**config.mk**
```make
export PLATFORM = sky130hd
export DESIGN_NAME = io_serdes
export DESIGN_NICKNAME = d
export VERILOG_FILES = /design/src/logic/serdes_pkg.sv /design/src/logic/serdes_reg_pkg.sv /design/src/logic/serdes_regs.sv /design/src/logic/serdes_link_ctrl.sv /design/src/logic/serdes_tx.sv /design/src/logic/serdes_rx_lane.sv /design/src/logic/serdes_rx_merge.sv /design/src/logic/io_serdes.sv
export SDC_FILE = /design/constraint.sdc
export NUM_CORES = 1
export LEC_CHECK = 0
export BUFFER_PORTS_ARGS = -buffer_cell sky130_fd_sc_hd__buf_4
export CAP_MARGIN = 0
export CELL_PAD_IN_SITES_DETAIL_PLACEMENT = 0
export CELL_PAD_IN_SITES_GLOBAL_PLACEMENT = 1
export CORE_ASPECT_RATIO = 0.5
export CORE_MARGIN = 1.5
export CORE_UTILIZATION = 30
export CTS_CLUSTER_DIAMETER = 100
export DETAILED_ROUTE_END_ITERATION = 12
export PLACE_DENSITY_LB_ADDON = 0.1
export SLEW_MARGIN = 25
export SYNTH_ARGS = -nofsm -noshare
export SYNTH_HDL_FRONTEND = slang
export SYNTH_SLANG_ARGS = --single-unit
export TNS_END_PERCENT = 50
```
**constraint.sdc**
```tcl
create_clock -name ioclk -period 8 [get_ports ioclk]
set_input_delay 1.6 -clock ioclk [delete_from_list [all_inputs] [get_ports ioclk]]
set_output_delay 1.6 -clock ioclk [all_outputs]
set_load 0.05 [all_outputs]
```
**src/logic/serdes_pkg.sv**
```systemverilog
`default_nettype none

package serdes_pkg;

	//////////////////// stream word

	localparam int data_width = 32;
	localparam int keep_width = data_width / 8;  // one keep bit per byte

	//////////////////// beat timing

	// a beat is clk_ratio ioclk cycles, one bit per lane per cycle
	localparam int clk_ratio   = 4;
	localparam int phase_width = $clog2(clk_ratio);

	localparam logic [phase_width-1:0] last_phase = phase_width'(clk_ratio - 1);

	//////////////////// lane map

	// each data lane carries one nibble of the word
	localparam int data_lanes = data_width / clk_ratio;

	// keep travels on its own lane right after the data lanes
	localparam int keep_lane = data_lanes;
	localparam int ctrl_lane = data_lanes + 1;
	localparam int lanes     = data_lanes + 2;

	// control nibble layout, bit 3 is spare
	localparam int ctrl_tvalid_bit = 0;
	localparam int ctrl_tlast_bit  = 1;
	localparam int ctrl_tready_bit = 2;

endpackage

`default_nettype wire

```
**src/logic/serdes_reg_pkg.sv**
```systemverilog
`default_nettype none

package serdes_reg_pkg;

	//////////////////// register map

	localparam int wb_addr_width = 4;  // word address

	localparam logic [wb_addr_width-1:0] ctrl_addr = wb_addr_width'(0);

	// control register fields
	localparam int rxen_bit = 0;
	localparam int txen_bit = 1;

	// slave cycle state, ack lasts one cycle
	typedef enum logic {
		idle,
		ack
	} bus_state_t;

endpackage

`default_nettype wire

```
**src/logic/serdes_regs.sv**
```systemverilog
`timescale 1ns/10ps
`default_nettype none

module serdes_regs (
	input  wire                                        ioclk,
	input  wire                                        axis_rst_n,
	input  wire                                        wb_cyc,
	input  wire                                        wb_stb,
	input  wire                                        wb_we,
	input  wire  [serdes_reg_pkg::wb_addr_width-1:0]   wb_adr,
	input  wire  [serdes_pkg::data_width-1:0]          wb_dat_w,
	input  wire  [serdes_pkg::keep_width-1:0]          wb_sel,
	output logic [serdes_pkg::data_width-1:0]          wb_dat_r,
	output logic                                       wb_ack,
	output logic                                       rxen_ctl,
	output logic                                       txen_ctl
);

	serdes_reg_pkg::bus_state_t state;

	logic                              cyc_start;  // first cycle of a bus cycle
	logic                              ctrl_hit;
	logic [serdes_pkg::data_width-1:0] ctrl_word;

	assign cyc_start = wb_cyc && wb_stb && (state == serdes_reg_pkg::idle);
	assign ctrl_hit  = (wb_adr == serdes_reg_pkg::ctrl_addr);
	assign wb_ack    = (state == serdes_reg_pkg::ack);

	always_ff @(posedge ioclk or negedge axis_rst_n) begin
		if (!axis_rst_n) begin
			state <= serdes_reg_pkg::idle;
		end else begin
			case (state)
				serdes_reg_pkg::idle: begin
					if (wb_cyc && wb_stb) begin
						state <= serdes_reg_pkg::ack;
					end
				end
				default: state <= serdes_reg_pkg::idle;  // back to idle after one ack
			endcase
		end
	end

	//////////////////// control register

	always_ff @(posedge ioclk or negedge axis_rst_n) begin
		if (!axis_rst_n) begin
			rxen_ctl <= 1'b0;
			txen_ctl <= 1'b0;
		end else if (cyc_start && wb_we && ctrl_hit && wb_sel[0]) begin
			rxen_ctl <= wb_dat_w[serdes_reg_pkg::rxen_bit];
			txen_ctl <= wb_dat_w[serdes_reg_pkg::txen_bit];
		end
	end

	// read back, upper bits zero
	always_comb begin
		ctrl_word = '0;
		ctrl_word[serdes_reg_pkg::rxen_bit] = rxen_ctl;
		ctrl_word[serdes_reg_pkg::txen_bit] = txen_ctl;
	end

	assign wb_dat_r = ctrl_hit ? ctrl_word : '0;  // unmapped addresses read zero

endmodule

`default_nettype wire

```
**src/logic/serdes_link_ctrl.sv**
```systemverilog
`timescale 1ns/10ps
`default_nettype none

module serdes_link_ctrl (
	input  wire                                  ioclk,
	input  wire                                  axis_rst_n,
	input  wire                                  rxen_ctl,
	input  wire                                  txen_ctl,
	input  wire                                  rx_frame_seen,
	output logic [serdes_pkg::phase_width-1:0]   phase,
	output logic                                 tx_en,
	output logic                                 rx_en
);

	logic beat_end;  // last ioclk cycle of the beat

	assign beat_end = (phase == serdes_pkg::last_phase);

	//////////////////// beat phase

	// free running, stands in for the core clock
	always_ff @(posedge ioclk or negedge axis_rst_n) begin
		if (!axis_rst_n) begin
			phase <= '0;
		end else if (beat_end) begin
			phase <= '0;
		end else begin
			phase <= phase + 1'b1;
		end
	end

	//////////////////// bring-up

	// receive side opens as soon as software asks, and stays open
	always_ff @(posedge ioclk or negedge axis_rst_n) begin
		if (!axis_rst_n) begin
			rx_en <= 1'b0;
		end else if (rxen_ctl) begin
			rx_en <= 1'b1;
		end
	end

	// transmit starts on a beat boundary, either from software or
	// because the far side is already sending frames to us
	always_ff @(posedge ioclk or negedge axis_rst_n) begin
		if (!axis_rst_n) begin
			tx_en <= 1'b0;
		end else if (beat_end && (txen_ctl || rx_frame_seen)) begin
			tx_en <= 1'b1;  // sticky
		end
	end

endmodule

`default_nettype wire

```
**src/logic/serdes_tx.sv**
```systemverilog
`timescale 1ns/10ps
`default_nettype none

module serdes_tx (
	input  wire                                  ioclk,
	input  wire                                  axis_rst_n,
	input  wire  [serdes_pkg::phase_width-1:0]   phase,
	input  wire                                  tx_en,
	input  wire                                  is_as_tready,
	input  wire  [serdes_pkg::data_width-1:0]    as_is_tdata,
	input  wire  [serdes_pkg::keep_width-1:0]    as_is_tkeep,
	input  wire                                  as_is_tlast,
	input  wire                                  as_is_tvalid,
	input  wire                                  as_is_tready,
	output logic [serdes_pkg::lanes-1:0]         serial_txd
);

	localparam int buf_width = serdes_pkg::lanes * serdes_pkg::clk_ratio;

	logic [serdes_pkg::data_width-1:0] data_buf;
	logic [serdes_pkg::keep_width-1:0] keep_buf;
	logic [serdes_pkg::clk_ratio-1:0]  ctrl_buf;
	logic [serdes_pkg::clk_ratio-1:0]  ctrl_next;
	logic [buf_width-1:0]              beat_buf;  // lane n owns bits [4n+3:4n]
	logic                              beat_end;
	logic                              accept;

	assign beat_end = (phase == serdes_pkg::last_phase);
	assign accept   = as_is_tvalid && is_as_tready;  // far side ready is low until tx_en

	// control nibble for the next beat
	always_comb begin
		ctrl_next = '0;
		ctrl_next[serdes_pkg::ctrl_tvalid_bit] = accept;
		ctrl_next[serdes_pkg::ctrl_tlast_bit]  = as_is_tlast;
		ctrl_next[serdes_pkg::ctrl_tready_bit] = as_is_tready;  // our readiness to the far side
	end

	//////////////////// beat buffer

	// the offered word is loaded at every beat end
	always_ff @(posedge ioclk) begin
		if (beat_end) begin
			data_buf <= as_is_tdata;
			keep_buf <= as_is_tkeep;
		end
	end

	always_ff @(posedge ioclk or negedge axis_rst_n) begin
		if (!axis_rst_n) begin
			ctrl_buf <= '0;
		end else if (beat_end) begin
			ctrl_buf <= ctrl_next;
		end
	end

	assign beat_buf = {ctrl_buf, keep_buf, data_buf};

	//////////////////// lane output

	// lsb of each nibble goes out first, at phase 0
	always_comb begin
		for (int i = 0; i < serdes_pkg::lanes; i++) begin
			serial_txd[i] = beat_buf[i * serdes_pkg::clk_ratio + int'(phase)] & tx_en;
		end
	end

endmodule

`default_nettype wire

```
**src/logic/serdes_rx_lane.sv**
```systemverilog
`timescale 1ns/10ps
`default_nettype none

module serdes_rx_lane (
	input  wire                                  ioclk,
	input  wire                                  axis_rst_n,
	input  wire                                  rx_en,
	input  wire  [serdes_pkg::phase_width-1:0]   phase,
	input  wire                                  serial_bit,
	output logic [serdes_pkg::clk_ratio-1:0]     lane_nibble,
	output logic                                 lane_done
);

	logic [serdes_pkg::clk_ratio-2:0] shift_q;   // first bits of the current beat
	logic [serdes_pkg::clk_ratio-1:0] nibble_q;  // completed nibble, retimed one beat

	// shift in during the beat, hand the previous nibble on at its end
	always_ff @(posedge ioclk or negedge axis_rst_n) begin
		if (!axis_rst_n) begin
			shift_q     <= '0;
			nibble_q    <= '0;
			lane_nibble <= '0;
			lane_done   <= 1'b0;
		end else begin
			lane_done <= 1'b0;
			if (rx_en) begin
				shift_q <= {serial_bit, shift_q[serdes_pkg::clk_ratio-2:1]};  // lsb arrives first
				if (phase == serdes_pkg::last_phase) begin
					nibble_q    <= {serial_bit, shift_q};
					lane_nibble <= nibble_q;
					lane_done   <= 1'b1;  // one pulse per beat
				end
			end
		end
	end

endmodule

`default_nettype wire

```
**src/logic/serdes_rx_merge.sv**
```systemverilog
`timescale 1ns/10ps
`default_nettype none

module serdes_rx_merge (
	input  wire                                                      ioclk,
	input  wire                                                      axis_rst_n,
	input  wire                                                      tx_en,
	input  wire  [serdes_pkg::lanes*serdes_pkg::clk_ratio-1:0]       lane_nibbles,
	input  wire  [serdes_pkg::lanes-1:0]                             lane_done,
	output logic [serdes_pkg::data_width-1:0]                        is_as_tdata,
	output logic [serdes_pkg::keep_width-1:0]                        is_as_tkeep,
	output logic                                                     is_as_tlast,
	output logic                                                     is_as_tvalid,
	output logic                                                     is_as_tready,
	output logic                                                     rx_frame_seen
);

	logic                             frame_done;  // every lane delivered its nibble
	logic [serdes_pkg::clk_ratio-1:0] ctrl_nib;

	assign frame_done = &lane_done;
	assign ctrl_nib   = lane_nibbles[serdes_pkg::ctrl_lane*serdes_pkg::clk_ratio
			+: serdes_pkg::clk_ratio];

	//////////////////// stream out

	assign is_as_tdata  = lane_nibbles[serdes_pkg::data_width-1:0];
	assign is_as_tkeep  = lane_nibbles[serdes_pkg::keep_lane*serdes_pkg::clk_ratio
			+: serdes_pkg::keep_width];
	assign is_as_tlast  = ctrl_nib[serdes_pkg::ctrl_tlast_bit];
	assign is_as_tvalid = frame_done && ctrl_nib[serdes_pkg::ctrl_tvalid_bit];  // one cycle per beat

	//////////////////// flow control

	always_ff @(posedge ioclk or negedge axis_rst_n) begin
		if (!axis_rst_n) begin
			rx_frame_seen <= 1'b0;
		end else if (is_as_tvalid) begin
			rx_frame_seen <= 1'b1;
		end
	end

	// ready before the first frame keeps both ends from waiting on each other
	always_ff @(posedge ioclk or negedge axis_rst_n) begin
		if (!axis_rst_n) begin
			is_as_tready <= 1'b0;
		end else if (!tx_en) begin
			is_as_tready <= 1'b0;
		end else if (frame_done && (rx_frame_seen || is_as_tvalid)) begin
			is_as_tready <= ctrl_nib[serdes_pkg::ctrl_tready_bit];  // far side readiness
		end else if (!rx_frame_seen) begin
			is_as_tready <= 1'b1;
		end
	end

endmodule

`default_nettype wire

```
**src/logic/io_serdes.sv**
```systemverilog
`timescale 1ns/10ps
`default_nettype none

module io_serdes (
	input  wire                                        ioclk,
	input  wire                                        axis_rst_n,
	// wishbone slave
	input  wire                                        wb_cyc,
	input  wire                                        wb_stb,
	input  wire                                        wb_we,
	input  wire  [serdes_reg_pkg::wb_addr_width-1:0]   wb_adr,
	input  wire  [serdes_pkg::data_width-1:0]          wb_dat_w,
	input  wire  [serdes_pkg::keep_width-1:0]          wb_sel,
	output logic [serdes_pkg::data_width-1:0]          wb_dat_r,
	output logic                                       wb_ack,
	// stream in, toward the far side
	input  wire  [serdes_pkg::data_width-1:0]          as_is_tdata,
	input  wire  [serdes_pkg::keep_width-1:0]          as_is_tkeep,
	input  wire                                        as_is_tlast,
	input  wire                                        as_is_tvalid,
	input  wire                                        as_is_tready,
	// stream out, from the far side
	output logic [serdes_pkg::data_width-1:0]          is_as_tdata,
	output logic [serdes_pkg::keep_width-1:0]          is_as_tkeep,
	output logic                                       is_as_tlast,
	output logic                                       is_as_tvalid,
	output logic                                       is_as_tready,
	// serial lanes
	output logic [serdes_pkg::lanes-1:0]               serial_txd,
	input  wire  [serdes_pkg::lanes-1:0]               serial_rxd
);

	logic                                                rxen_ctl;
	logic                                                txen_ctl;
	logic [serdes_pkg::phase_width-1:0]                  phase;
	logic                                                tx_en;
	logic                                                rx_en;
	logic                                                rx_frame_seen;
	logic [serdes_pkg::lanes*serdes_pkg::clk_ratio-1:0]  lane_nibbles;
	logic [serdes_pkg::lanes-1:0]                        lane_done;

	serdes_regs i_regs (
		.ioclk      (ioclk),
		.axis_rst_n (axis_rst_n),
		.wb_cyc     (wb_cyc),
		.wb_stb     (wb_stb),
		.wb_we      (wb_we),
		.wb_adr     (wb_adr),
		.wb_dat_w   (wb_dat_w),
		.wb_sel     (wb_sel),
		.wb_dat_r   (wb_dat_r),
		.wb_ack     (wb_ack),
		.rxen_ctl   (rxen_ctl),
		.txen_ctl   (txen_ctl)
	);

	serdes_link_ctrl i_link_ctrl (
		.ioclk         (ioclk),
		.axis_rst_n    (axis_rst_n),
		.rxen_ctl      (rxen_ctl),
		.txen_ctl      (txen_ctl),
		.rx_frame_seen (rx_frame_seen),
		.phase         (phase),
		.tx_en         (tx_en),
		.rx_en         (rx_en)
	);

	//////////////////// transmit

	serdes_tx i_tx (
		.ioclk        (ioclk),
		.axis_rst_n   (axis_rst_n),
		.phase        (phase),
		.tx_en        (tx_en),
		.is_as_tready (is_as_tready),
		.as_is_tdata  (as_is_tdata),
		.as_is_tkeep  (as_is_tkeep),
		.as_is_tlast  (as_is_tlast),
		.as_is_tvalid (as_is_tvalid),
		.as_is_tready (as_is_tready),
		.serial_txd   (serial_txd)
	);

	//////////////////// receive

	for (genvar g = 0; g < serdes_pkg::lanes; g++) begin : g_rx_lane
		serdes_rx_lane i_rx_lane (
			.ioclk       (ioclk),
			.axis_rst_n  (axis_rst_n),
			.rx_en       (rx_en),
			.phase       (phase),
			.serial_bit  (serial_rxd[g]),
			.lane_nibble (lane_nibbles[g*serdes_pkg::clk_ratio +: serdes_pkg::clk_ratio]),
			.lane_done   (lane_done[g])
		);
	end

	serdes_rx_merge i_rx_merge (
		.ioclk         (ioclk),
		.axis_rst_n    (axis_rst_n),
		.tx_en         (tx_en),
		.lane_nibbles  (lane_nibbles),
		.lane_done     (lane_done),
		.is_as_tdata   (is_as_tdata),
		.is_as_tkeep   (is_as_tkeep),
		.is_as_tlast   (is_as_tlast),
		.is_as_tvalid  (is_as_tvalid),
		.is_as_tready  (is_as_tready),
		.rx_frame_seen (rx_frame_seen)
	);

endmodule

`default_nettype wire

```
* Word level (Yosys, flattened, before mapping)
Index checks and enable logic that the tools add are counted. W data, S select, Z words.
Word-level totals: register bits after elaboration 157, bits in latches 0, memory bits (writable) 0, memory bits (read-only) 0, input port bits 94, output and inout port bits 82, word-level logic and storage cells 126, memories kept 0
Operators by class: add/sub/neg operators 10, $mul 0, div/mod/pow operators 0, $lt $le $gt $ge 10, equal/unequal tests 2, shift-type cells 0, mux-type cells 38, bitwise logic cells 11, reductions and logical operators 13
Operators with widths (number):
- $lt A32 B8 Y1 const B | 9
- $bmux W1 S6 | 9
- $mux W1 | 26
- $add A5 B2 Y6 const A | 4
- $add A6 B2 Y7 const A | 2
- $add A4 B2 Y5 const A | 2
- $and A1 B1 Y1 | 10
- $logic_and A1 B1 Y1 | 9
- $lt A2 B7 Y1 const B | 1
- $add A3 B2 Y4 const A | 1
- $logic_not A4 Y1 | 1
- $mux W2 | 2
- $ne A3 B3 Y1 const B | 1
- $add A2 B1 Y2 const B | 1
- $bmux W1 S2 | 1
- $eq A2 B2 Y1 const B | 1
- $logic_or A1 B1 Y1 | 2
- $reduce_and A2 Y1 | 1
- $not A1 Y1 | 1

* Depth between registers and ports, before layout
Gate-level depths: netlist (run 1).
depth in word-level cells 5, gate-level depth with buffers 7

* By module
Synthesis (run 1) repeated with hierarchy kept, for this count alone.
Second synthesis, totals: cell total of the unflattened synthesis 432, area total of the unflattened synthesis 6874.1 sq um
By module, submodules not included:
- serdes_rx_lane | times used 10, cells an instance 25, area an instance 445.4 sq um
- serdes_tx | times used 1, cells an instance 82, area an instance 1497.7 sq um
- serdes_rx_merge | times used 1, cells an instance 50, area an instance 397.9 sq um
- serdes_regs | times used 1, cells an instance 41, area an instance 390.4 sq um
- serdes_link_ctrl | times used 1, cells an instance 9, area an instance 133.9 sq um

* Least setup slack after synthesis (run 1)
No wires, ideal clock.
kind input to output, start input wb_adr[1] in the netlist's numbering, end output wb_dat_r[0] in the netlist's numbering, arrival 2.385 ns, required time 6.400 ns, setup slack 4.015 ns, stages 2, path buffers 0, cell sequence nor4_1 > and2_1
On the way: word-level cells in the longest chain between the ends 2
RTL lines:
- start: declaration | line io_serdes.sv:11 | input wire [serdes_reg_pkg::wb_addr_width-1:0] wb_adr,
- $logic_not A4 Y1 | line serdes_regs.sv:26 | assign ctrl_hit = (wb_adr == serdes_reg_pkg::ctrl_addr);
- $mux W2 | line serdes_regs.sv:63 | assign wb_dat_r = ctrl_hit ? ctrl_word : '0;
- end: declaration | line io_serdes.sv:14 | output logic [serdes_pkg::data_width-1:0] wb_dat_r,
No other way between the ends.

* Final worst setup path (run 1)
Ends and elaborated chain as after synthesis.

==> results of run 1 <==
state kept, by name, summed over array words and instances, names as in the netlist:
name / flops
g_rx_lane.i_rx_lane.lane_nibble: 39
i_regs.txen_ctl: 1
i_link_ctrl.phase: 2
g_rx_lane.i_rx_lane.lane_done: 1
i_link_ctrl.tx_en: 1
i_tx.ctrl_buf: 3
g_rx_lane.i_rx_lane.nibble_q: 39
i_link_ctrl.rx_en: 1
i_regs.rxen_ctl: 1
i_regs.wb_ack: 1
i_rx_merge.rx_frame_seen: 1
i_tx.keep_buf: 4
i_tx.data_buf: 32
i_rx_merge.is_as_tready: 1
g_rx_lane.i_rx_lane.shift_q: 30
worst max-delay path: cells and delay by family:
| family | cells | cell delay [ns] |
|---|---|---|
| AND/OR/NAND/NOR | 2 | 0.56 |
| buffers and inverters | 2 | 0.30 |
area by class of cell:
cell class              instances  area, sq um  area share, %
well taps                     266        332.8          4.278
flip-flops and latches        157         4109          52.81
repair buffers                115        863.3          11.10
multi-input cells             183         1873          24.08
clock buffers                  24        513.0          6.594
clock inverters                 8        77.57         0.9971
inverters                       3        11.26         0.1447
final timing paths:
kind	endpoint	cells past startpoint	slack [ns]	startpoint
worst max-delay path	wb_dat_r[0]	4	3.94	wb_adr[1]
worst min-delay path	i_rx_merge.is_as_tready	1	0.48	g_rx_lane[5].i_rx_lane.lane_done
worst max register to register	g_rx_lane[1].i_rx_lane.nibble_q[3]	5	4.46	i_link_ctrl.phase[0]
worst min register to register	i_rx_merge.is_as_tready	1	0.48	g_rx_lane[5].i_rx_lane.lane_done
max in group asynchronous	g_rx_lane[0].i_rx_lane.lane_nibble[3]	2	5.48	axis_rst_n
min in group asynchronous	g_rx_lane[5].i_rx_lane.lane_nibble[0]	1	1.27	axis_rst_n
where the power goes:
part	switching [W]	internal, W	total (W)
clock	0.000320	0.000481	0.000801
combinational	0.000544	0.000376	0.000920
sequential	0.000142	0.00107	0.00122
metal layers:
layer	track usage, %	part of all wire [%]	up-vias
met3	4.086	5.7	14
met5	0	0	-
met4	5.590	1.9	0
li1	-	-	1462
met2	16.30	45	86
met1	15.02	48	1629
metrics by stage:
stage          cells  hold WS (ns)  setup slack [ns]  utilization, %  instance area [sq um]
2_1_floorplan    389        0.4319             4.015               -                   6312
3_3_place_gp     724        0.4618             3.755           36.14                   7179
3_5_place_dp     724        0.4690             3.707           36.14                   7179
4_1_cts          756        0.4763             3.756           39.12                   7770
5_1_grt          756        0.5155             3.865           39.17                   7780
6_report         756        0.4770             3.939           39.17                   7780
placed cells by master, fill, tap and decap left out, types with 2 or more instances in the layout:
cell,synthesis,final
mux2_2,93,93
o21ai_0,3,3
clkinv_2,0,2
buf_4,31,115
dfrtp_1,121,121
clkbuf_16,0,18
inv_1,2,2
edfxtp_1,36,36
clkbuf_1,1,2
and2_1,13,13
mux2_4,19,19
nor2_1,3,3
conb_1,1,30
or2_2,2,2
mux4_2,8,8
clkbuf_8,0,4
inv_4,0,2
logic make-up (layout without fill, tap and decap cells):
kind of cell    count (synthesis)  count (layout)  synth area share (%)
simple gates                   25              25                 2.562
fa+ha+maj                       1               1                0.2017
compound gates                  5               5                0.4436
other cells                     1              30               0.06045
mux                           122             122                 24.97
buf+inv                        49             150                 5.526
flops                         157             157                 66.24
==> key figures, run 1 <==
STA
  • Final hold viol count: 0
  • Post-layout min period: 4.061 ns
  • Fmax: 0.2462 GHz
  • Slew HR: 45.68%
  • Max-slew violation count: 0
  • Final setup vio count: 0
  • Period utilization: 50.76%
  • Setup TNS: 0 ns
  • Worst slew pin tran: 0.8148 ns
  • RSZ-0062 raised after global routing: no
  • Worst Skew: 0.008915 ns

Global route
  • Grt ovf: 0
  • Largest net degree at the start of global routing: 65
  • Vias in the first global route: 3298
  • Initial antenna violation count: 0
  • First-pass GRT wire length: 18300 microns
  • GRT Total Usage: 11.34%

Synthesis
  • Commonest cells in the netlist: dfrtp_1 (121), mux2_2 (93), edfxtp_1 (36)
  • Synth unique cells: 28
  • Count leader, synth: dfrtp_1
  • Top-area cell type share of the netlist area: 48.81%
  • Sequential share of the synthesized area: 66.24%
  • Cells after synthesis: 360
  • Biggest area consumer among synthesized cells: dfrtp_1
  • Synth Cell Area: 6203 sq um
  • Largest cells by area after synthesis: dfrtp_1 (49%), edfxtp_1 (17%), mux2_2 (17%)
  • Number of synthesized register bits: 157
  • Asr flop ratio synth: 77.07%
  • Number of synthesized flops with an enable pin: 36
  • Main synth FF type: dfrtp_1
  • Mean area per synthesized cell: 17.23 sq um
  • Yosys warning count: 0

Power
  • Power per cell area: 377.6 nW/um^2
  • LEAKAGE: 3.359 nW
  • Total chip power: 0.002938 W
  • Peak VDD IR: 0.1310 mV

Floorplan
  • Total die area: 21600 sq um
  • Initial Util: 31.23%
  • Die height: 104.7 microns
  • CORE AREA: 19860 sq um
  • # rows: 36
  • Io pins: 176
  • Width of the die: 206.4 microns

Detailed routing
  • Routed WL: 11360 microns
  • Wire per inst: 15.03 microns
  • Drt first pass iters: 4
  • Via count: 3191
  • Final ANT Viol Nets: 0
  • Starting DRT DRC Count: 69
  • DRC: 0
  • Vias/cell: 4.221

Critical path
  • Crit. End Element: primary output
  • Startpoint Class: input port
  • Critical path type: in -> out
  • Worst EP arrival: 2.46 ns
  • Cell mode on critical path: buf_4
  • CP max FO: 3
  • Max incr delay on CP: 0.37 ns
  • Critical Path RT: 6.40 ns
  • Cells along the critical path: buf_4 -> nor4_1 -> and2_1 -> buf_4
  • CP max-delay cell: nor4_1

Clock tree
  • Clock sinks: 157
  • H-tree depth: 4
  • Clk_lat worst skew: 0.42 ns
  • Post-CTS Hold Buffers: 0
  • Total CTS buffers: 17
  • Post-CTS setup buffer count: 0
  • CTS tree: yes
  • Clk root buf: clkbuf_16
  • Clock Path Buffers: 2
  • Post-cts gate resize count: 0
  • Reg clk slew, reported paths: 0.06 ns

Layout
  • Synth-to-layout area growth: 25.41%
  • # fillers: 1883
  • NumNets Final: 572
  • Share of cells above drive strength 1: 55.10%
  • Ant. Diodes: 0

Outcome
  • Status: complete, no violations

Min path
  • Hold Path Class: reg -> reg

Placement
  • Port Buffers: 112
  • Final GP Congestion: 0.6861
  • Dpl hpwl: 7100 microns

Run
  • MaxCap Viol Count: 0
(Power assumes the default switching activity.)
==> inputs of run 2 (changes only) <==
==> constraint.sdc (replaced) <==
create_clock -name ioclk -period 3.57 [get_ports ioclk]
set_input_delay 0.714 -clock ioclk [delete_from_list [all_inputs] [get_ports ioclk]]
set_output_delay 0.714 -clock ioclk [all_outputs]
set_load 0.05 [all_outputs]
==> key figures, run 2 (synthesis gave the netlist of run 1 again) <==
Outcome
  • Status: complete, no violations

STA
  • Post-layout min period: 2.958 ns
  • Slew HR: 50.86% (+5.2 points)
  • Worst Skew: 0.006853 ns (-0.002062 ns)
  • Worst slew pin tran: 0.7370 ns (-0.07781 ns)
  • Fmax: 0.3381 GHz
  • Setup TNS: 0 ns (unchanged)
  • RSZ-0062 raised after global routing: no
  • Max-slew violation count: 0 (unchanged)
  • Period utilization: 82.86%
  • Final setup vio count: 0 (unchanged)
  • Final hold viol count: 0 (unchanged)

Clock tree
  • Reg clk slew, reported paths: 0.06 ns (about the same)
  • Post-CTS setup buffer count: 0 (unchanged)
  • CTS tree: yes
  • Post-cts gate resize count: 0 (unchanged)
  • H-tree depth: 4 (unchanged)
  • Clock Path Buffers: 2 (unchanged)
  • Clock sinks: 157 (unchanged)
  • Clk_lat worst skew: 0.42 ns (about the same)
  • Total CTS buffers: 17 (unchanged)
  • Clk root buf: clkbuf_16
  • Post-CTS Hold Buffers: 0 (unchanged)

Run
  • MaxCap Viol Count: 0 (unchanged)

Floorplan
  • Total die area: 21600 sq um (unchanged)
  • CORE AREA: 19860 sq um (unchanged)
  • Io pins: 176 (unchanged)
  • Initial Util: 31.23% (unchanged)
  • # rows: 36 (unchanged)
  • Die height: 104.7 microns (unchanged)
  • Width of the die: 206.4 microns (unchanged)

Power
  • Clock Power Share: 27.2% (about the same)
  • Peak VDD IR: 0.5073 mV (+290%)
  • Internal power: 0.004367 W (+130%)
  • Sw frac: 33.71% (-0.54 points)
  • P_sw: 0.002221 W (+120%)
  • Comb power frac: 31.4% (about the same)
  • LEAKAGE: 3.376 nW (+0.50%)
  • Sequential power share: 41.4% (about the same)
  • Power per cell area: 843.5 nW/um^2 (+120%)
  • Total chip power: 0.006588 W (+120%)

Placement
  • Final GP Congestion: 0.6897 (+0.52%)
  • Dpl hpwl: 7249 microns (+2.1%)
  • Cells after DPL: 727 (+0.41%)
  • Port Buffers: 112 (unchanged)
  • Post-DP Area: 7227 sq um (+0.66%)

Layout
  • Share of cells above drive strength 1: 55.10% (unchanged)
  • Layout Cells excl Fill: 756 (unchanged)
  • Ant. Diodes: 0 (unchanged)
  • Core Util, Final: 39.32% (+0.15 points)
  • NumNets Final: 575 (+0.52%)
  • Synth-to-layout area growth: 25.90%
  • Post-route cell area: 7810 sq um (+0.39%)
  • Regs by FF count: g_rx_lane.i_rx_lane.lane_nibble: 39 flops, g_rx_lane.i_rx_lane.nibble_q: 39 flops, i_tx.data_buf: 32 flops
  • Most frequent cells in the layout: dfrtp_1 (121), buf_4 (116), mux2_2 (93)
  • Leading cell type in the layout, fill and taps excluded: dfrtp_1
  • # fillers: 1874 (-0.48%)

Critical path
  • Crit. End Element: primary output
  • CP max FO: 13 (+10)
  • Startpoint Class: register
  • Worst EP arrival: 2.24 ns (-0.22 ns)
  • Cells along the critical path: mux4_1 -> and2_1 -> buf_4
  • Critical Path RT: 2.86 ns (-3.54 ns)
  • Max incr delay on CP: 0.82 ns (+0.45 ns)
  • CP max-delay cell: dfrtp_1
  • Critical path type: reg -> out

Global route
  • First-pass GRT wire length: 18250 microns (-0.26%)
  • Grt ovf: 0 (unchanged)
  • Largest net degree at the start of global routing: 52 (-20%)
  • Initial antenna violation count: 0 (unchanged)
  • Vias in the first global route: 3345 (+1.4%)
  • GRT Total Usage: 11.24% (-0.095 points)

Detailed routing
  • Routed WL: 11340 microns (-0.16%)
  • Wire per inst: 15.00 microns (-0.16%)
  • Vias/cell: 4.253 (+0.75%)
  • Drt first pass iters: 4 (unchanged)
  • Starting DRT DRC Count: 94 (+36%)
  • DRC: 0 (unchanged)
  • Via count: 3215 (+0.75%)
  • Final ANT Viol Nets: 0 (unchanged)

Min path
  • Hold Path Class: in -> async
[run 2: cell count changes in the layout (fill, tap and decap cells not counted)]
cell,delta
buf_4,+1
bufinv_16,+1
ha_4,-1
clkbuf_8,-1
ha_2,+1
clkinv_2,+1
inv_6,-1
buf_12,+2
clkinvlp_4,-1
inv_4,-2
[run 2: routing by layer]
layer | vias up | part of all wire [%] | global-route usage (%)
met4 | 0 | 1.9 | 5.590
met3 | 15 | 5.0 | 3.837
li1 | 1459 | - | -
met5 | - | 0 | 0
met2 | 85 | 46 | 16.16
met1 | 1656 | 48 | 15.02
[run 2: path summary, 6_finish.rpt]
path,startpoint,to,slack [ns],cells after the start
worst max-delay path,i_link_ctrl.phase[0],serial_txd[8],0.61,3
worst min-delay path,axis_rst_n,g_rx_lane[5].i_rx_lane.lane_nibble[0],0.28,1
worst max register to register,i_link_ctrl.phase[0],g_rx_lane[7].i_rx_lane.lane_nibble[3],1.29,5
worst min register to register,i_regs.rxen_ctl,i_link_ctrl.rx_en,0.49,1
max in group asynchronous,axis_rst_n,g_rx_lane[2].i_rx_lane.lane_nibble[1],2.49,2
min in group ioclk,as_is_tdata[26],i_tx.data_buf[26],0.47,1
[run 2: through the flow]
step | hold slack (ns) | worst slack (ns)
finish | 0.2759 | 0.6120
global route | 0.3151 | 0.4614
CTS | 0.2817 | 0.5168
detailed placement | 0.4763 | 0.9765
global placement | 0.4658 | 0.9990
floorplan | 0.4184 | 1.048
[run 2: power groups by stage]
stage | clock [W] | sequential [W] | combinational, W
after floorplan | 0 | 0.00344 | 0.000791
after global routing | 0.00193 | 0.00281 | 0.00218
after global placement | 0 | 0.00276 | 0.00208
after detailed placement | 0 | 0.00277 | 0.00210
after CTS | 0.00186 | 0.00274 | 0.00210
final | 0.00179 | 0.00272 | 0.00207
[run 2: final cells by class]
type | instances | area, sq um | area share, %
Timing Repair Buffer | 118 | 910.9 | 11.66
Tap cell | 266 | 332.8 | 4.261
Inverter | 3 | 11.26 | 0.1442
Sequential cell | 157 | 4109 | 52.61
Clock inverter | 6 | 83.83 | 1.073
Multi-Input combinational cell | 183 | 1863 | 23.85
Clock buffer | 23 | 499.2 | 6.392
[run 2: worst max-delay path, delay by kind of cell (launching register included)]
kind | cells | cell delay (ns)
multiplexers | 1 | 0.63
buffers and inverters | 1 | 0.19
flip-flops | 1 | 0.82
AND/OR/NAND/NOR | 1 | 0.19
==> inputs of run 3 (changes only) <==
==> constraint.sdc (replaced) <==
create_clock -name ioclk -period 3.05 [get_ports ioclk]
set_input_delay 0.61 -clock ioclk [delete_from_list [all_inputs] [get_ports ioclk]]
set_output_delay 0.61 -clock ioclk [all_outputs]
set_load 0.05 [all_outputs]
==> key figures, run 3 (synthesis gave the netlist of run 1 again) <==
Critical path
  • Critical path type: reg -> out
  • CP max-delay cell: dfrtp_1
  • Number of buffers and inverters on the critical path: 2 (+1)
  • CP max FO: 8 (-5)
  • Worst EP arrival: 2.08 ns (-0.16 ns)
  • Setup crit start: i_link_ctrl.phase[0]
  • CP top delay family: flip-flops
  • Cells along the critical path: buf_4 -> mux4_2 -> and2_1 -> buf_4
  • Crit. End Element: primary output
  • Critical Path RT: 2.44 ns (-0.42 ns)
  • Startpoint Class: register
  • Cell mode on critical path: buf_4
  • Register-to-register setup slack: 1.04 ns (-0.25 ns)
  • Max incr delay on CP: 0.56 ns (-0.26 ns)
  • Worst R2R Start: i_link_ctrl.phase[0]

Outcome
  • Status: complete, no violations

Global route
  • GRT Total Usage: 11.56% (+0.32 points)
  • Largest net degree at the start of global routing: 54 (+3.8%)
  • Grt met1 use: 15.61% (+0.60 points)
  • Grt peak-use layer: met2
  • Initial antenna violation count: 0 (unchanged)
  • Grt ovf: 0 (unchanged)
  • Met2 Use GR: 16.44% (+0.29 points)
  • First-pass GRT wire length: 18600 microns (+1.9%)
  • Vias in the first global route: 3366 (+0.63%)
  • Met3 usage in global routing: 4.086% (+0.25 points)

Layout
  • Leading cell type in the layout, fill and taps excluded: dfrtp_1
  • Ant. Diodes: 0 (unchanged)
  • Synth-to-layout area growth: 26.50%
  • NumNets Final: 577 (+0.35%)
  • Share of cells above drive strength 1: 55.35% (+0.25 points)
  • Regs by FF count: g_rx_lane.i_rx_lane.lane_nibble: 39 flops, g_rx_lane.i_rx_lane.nibble_q: 39 flops, i_tx.data_buf: 32 flops
  • Most frequent cells in the layout: dfrtp_1 (121), buf_4 (118), mux2_2 (93)
  • # fillers: 1875 (+0.053%)
  • Core Util, Final: 39.51% (+0.19 points)

Min path
  • Hold Path Class: in -> async

Floorplan
  • CORE AREA: 19860 sq um (unchanged)
  • Total die area: 21600 sq um (unchanged)
  • Initial Util: 31.23% (unchanged)
  • # rows: 36 (unchanged)
  • Io pins: 176 (unchanged)
  • Die height: 104.7 microns (unchanged)
  • Width of the die: 206.4 microns (unchanged)

Placement
  • Pre-CTS setup slack: 0.7536 ns (-0.2229 ns)
  • Dpl hpwl: 7269 microns (+0.28%)
  • Port Buffers: 112 (unchanged)
  • Final GP Congestion: 0.6835 (-0.90%)

STA
  • Setup TNS: 0 ns (unchanged)
  • Fmax: 0.3713 GHz
  • RSZ-0062 raised after global routing: no
  • Final Worst Setup Slack: 0.3564 ns (-0.2556 ns)
  • Post-layout min period: 2.694 ns
  • Final setup vio count: 0 (unchanged)
  • Max-slew violation count: 0 (unchanged)
  • Worst Skew: 0.01014 ns (+0.003289 ns)
  • Final hold viol count: 0 (unchanged)
  • Worst slew pin tran: 0.6030 ns (-0.1341 ns)
  • Slew HR: 59.80% (+8.9 points)
  • Period utilization: 88.31%

Power
  • LEAKAGE: 3.392 nW (+0.48%)
  • Total chip power: 0.007769 W (+18%)
  • Peak VDD IR: 0.4762 mV (-6.1%)
  • Power per cell area: 990.0 nW/um^2 (+17%)

Clock tree
  • Post-CTS Hold Buffers: 0 (unchanged)
  • Reg clk slew, reported paths: 0.06 ns (about the same)
  • CTS tree: yes
  • Clk_lat worst skew: 0.42 ns (about the same)
  • Post-CTS setup buffer count: 0 (unchanged)
  • Clock Path Buffers: 2 (unchanged)
  • Total CTS buffers: 17 (unchanged)
  • H-tree depth: 4 (unchanged)
  • Clk root buf: clkbuf_16
  • Post-cts gate resize count: 0 (unchanged)
  • Clock sinks: 157 (unchanged)

Detailed routing
  • Drt first pass iters: 4 (unchanged)
  • Vias/cell: 4.206 (-1.1%)
  • Via count: 3201 (-0.44%)
  • Routed WL: 11490 microns (+1.3%)
  • DRC: 0 (unchanged)
  • Wire per inst: 15.10 microns (+0.65%)
  • Starting DRT DRC Count: 71 (-24%)
  • Final ANT Viol Nets: 0 (unchanged)

Run
  • MaxCap Viol Count: 0 (unchanged)
run 3: changes by cell type in the layout (fill, tap and decap cells not counted), sizes merged:
cell / delta
clkinv: -1
clkinvlp: +1
clkbuf: +1
inv: +2
buf: +2
run 3: routing by layer:
metal / up-vias / part of all wire [%]
li1: 1476 / -
met1: 1628 / 48
met2: 81 / 45
met3: 16 / 5.9
met4: 0 / 1.7
met5: - / 0
run 3: final cells by class:
| type | count | area (sq um) | area share (%) |
|---|---|---|---|
| inverter | 3 | 11.26 | 0.1435 |
| timing repair buffer | 120 | 925.9 | 11.80 |
| clock inverter | 8 | 102.6 | 1.307 |
| tap | 266 | 332.8 | 4.241 |
| clock buffer | 24 | 503.0 | 6.409 |
| multi-input combinational | 183 | 1863 | 23.74 |
| sequential | 157 | 4109 | 52.36 |
run 3: power by group:
| part | internal [W] | total (W) | leakage, nW | switching [W] |
|---|---|---|---|---|
| Combinational | 0.000989 | 0.00242 | 1.36 | 0.00143 |
| Clock | 0.00132 | 0.00216 | 0.296 | 0.000833 |
| Sequential | 0.00282 | 0.00319 | 1.74 | 0.000374 |
run 3: path summary, 6_finish.rpt:
kind	to	cells past startpoint
min in group ioclk	i_tx.keep_buf[3]	1
max reg2reg	g_rx_lane[8].i_rx_lane.nibble_q[3]	5
min reg2reg	i_rx_merge.is_as_tready	1
max	serial_txd[4]	4
min	g_rx_lane[5].i_rx_lane.lane_nibble[0]	1
max in group asynchronous	g_rx_lane[2].i_rx_lane.nibble_q[1]	2
run 3: worst register-to-register path: cells and delay by family (launching register included):
kind	cells	cell delay, ns
fa+ha+maj	1	0.29
flops	1	0.56
mux	1	0.36
buf+inv	2	0.63
simple gates	1	0.05
run 3: through the flow:
| step | cells | cell area, sq um | hold slack [ns] |
|---|---|---|---|
| finish | 761 | 7848 | 0.1830 |
| global route | 761 | 7848 | 0.2154 |
| CTS | 761 | 7848 | 0.1855 |
| detailed placement | 729 | 7242 | 0.4753 |
| global placement | 729 | 7242 | 0.4656 |
| floorplan | 389 | 6312 | 0.3144 |
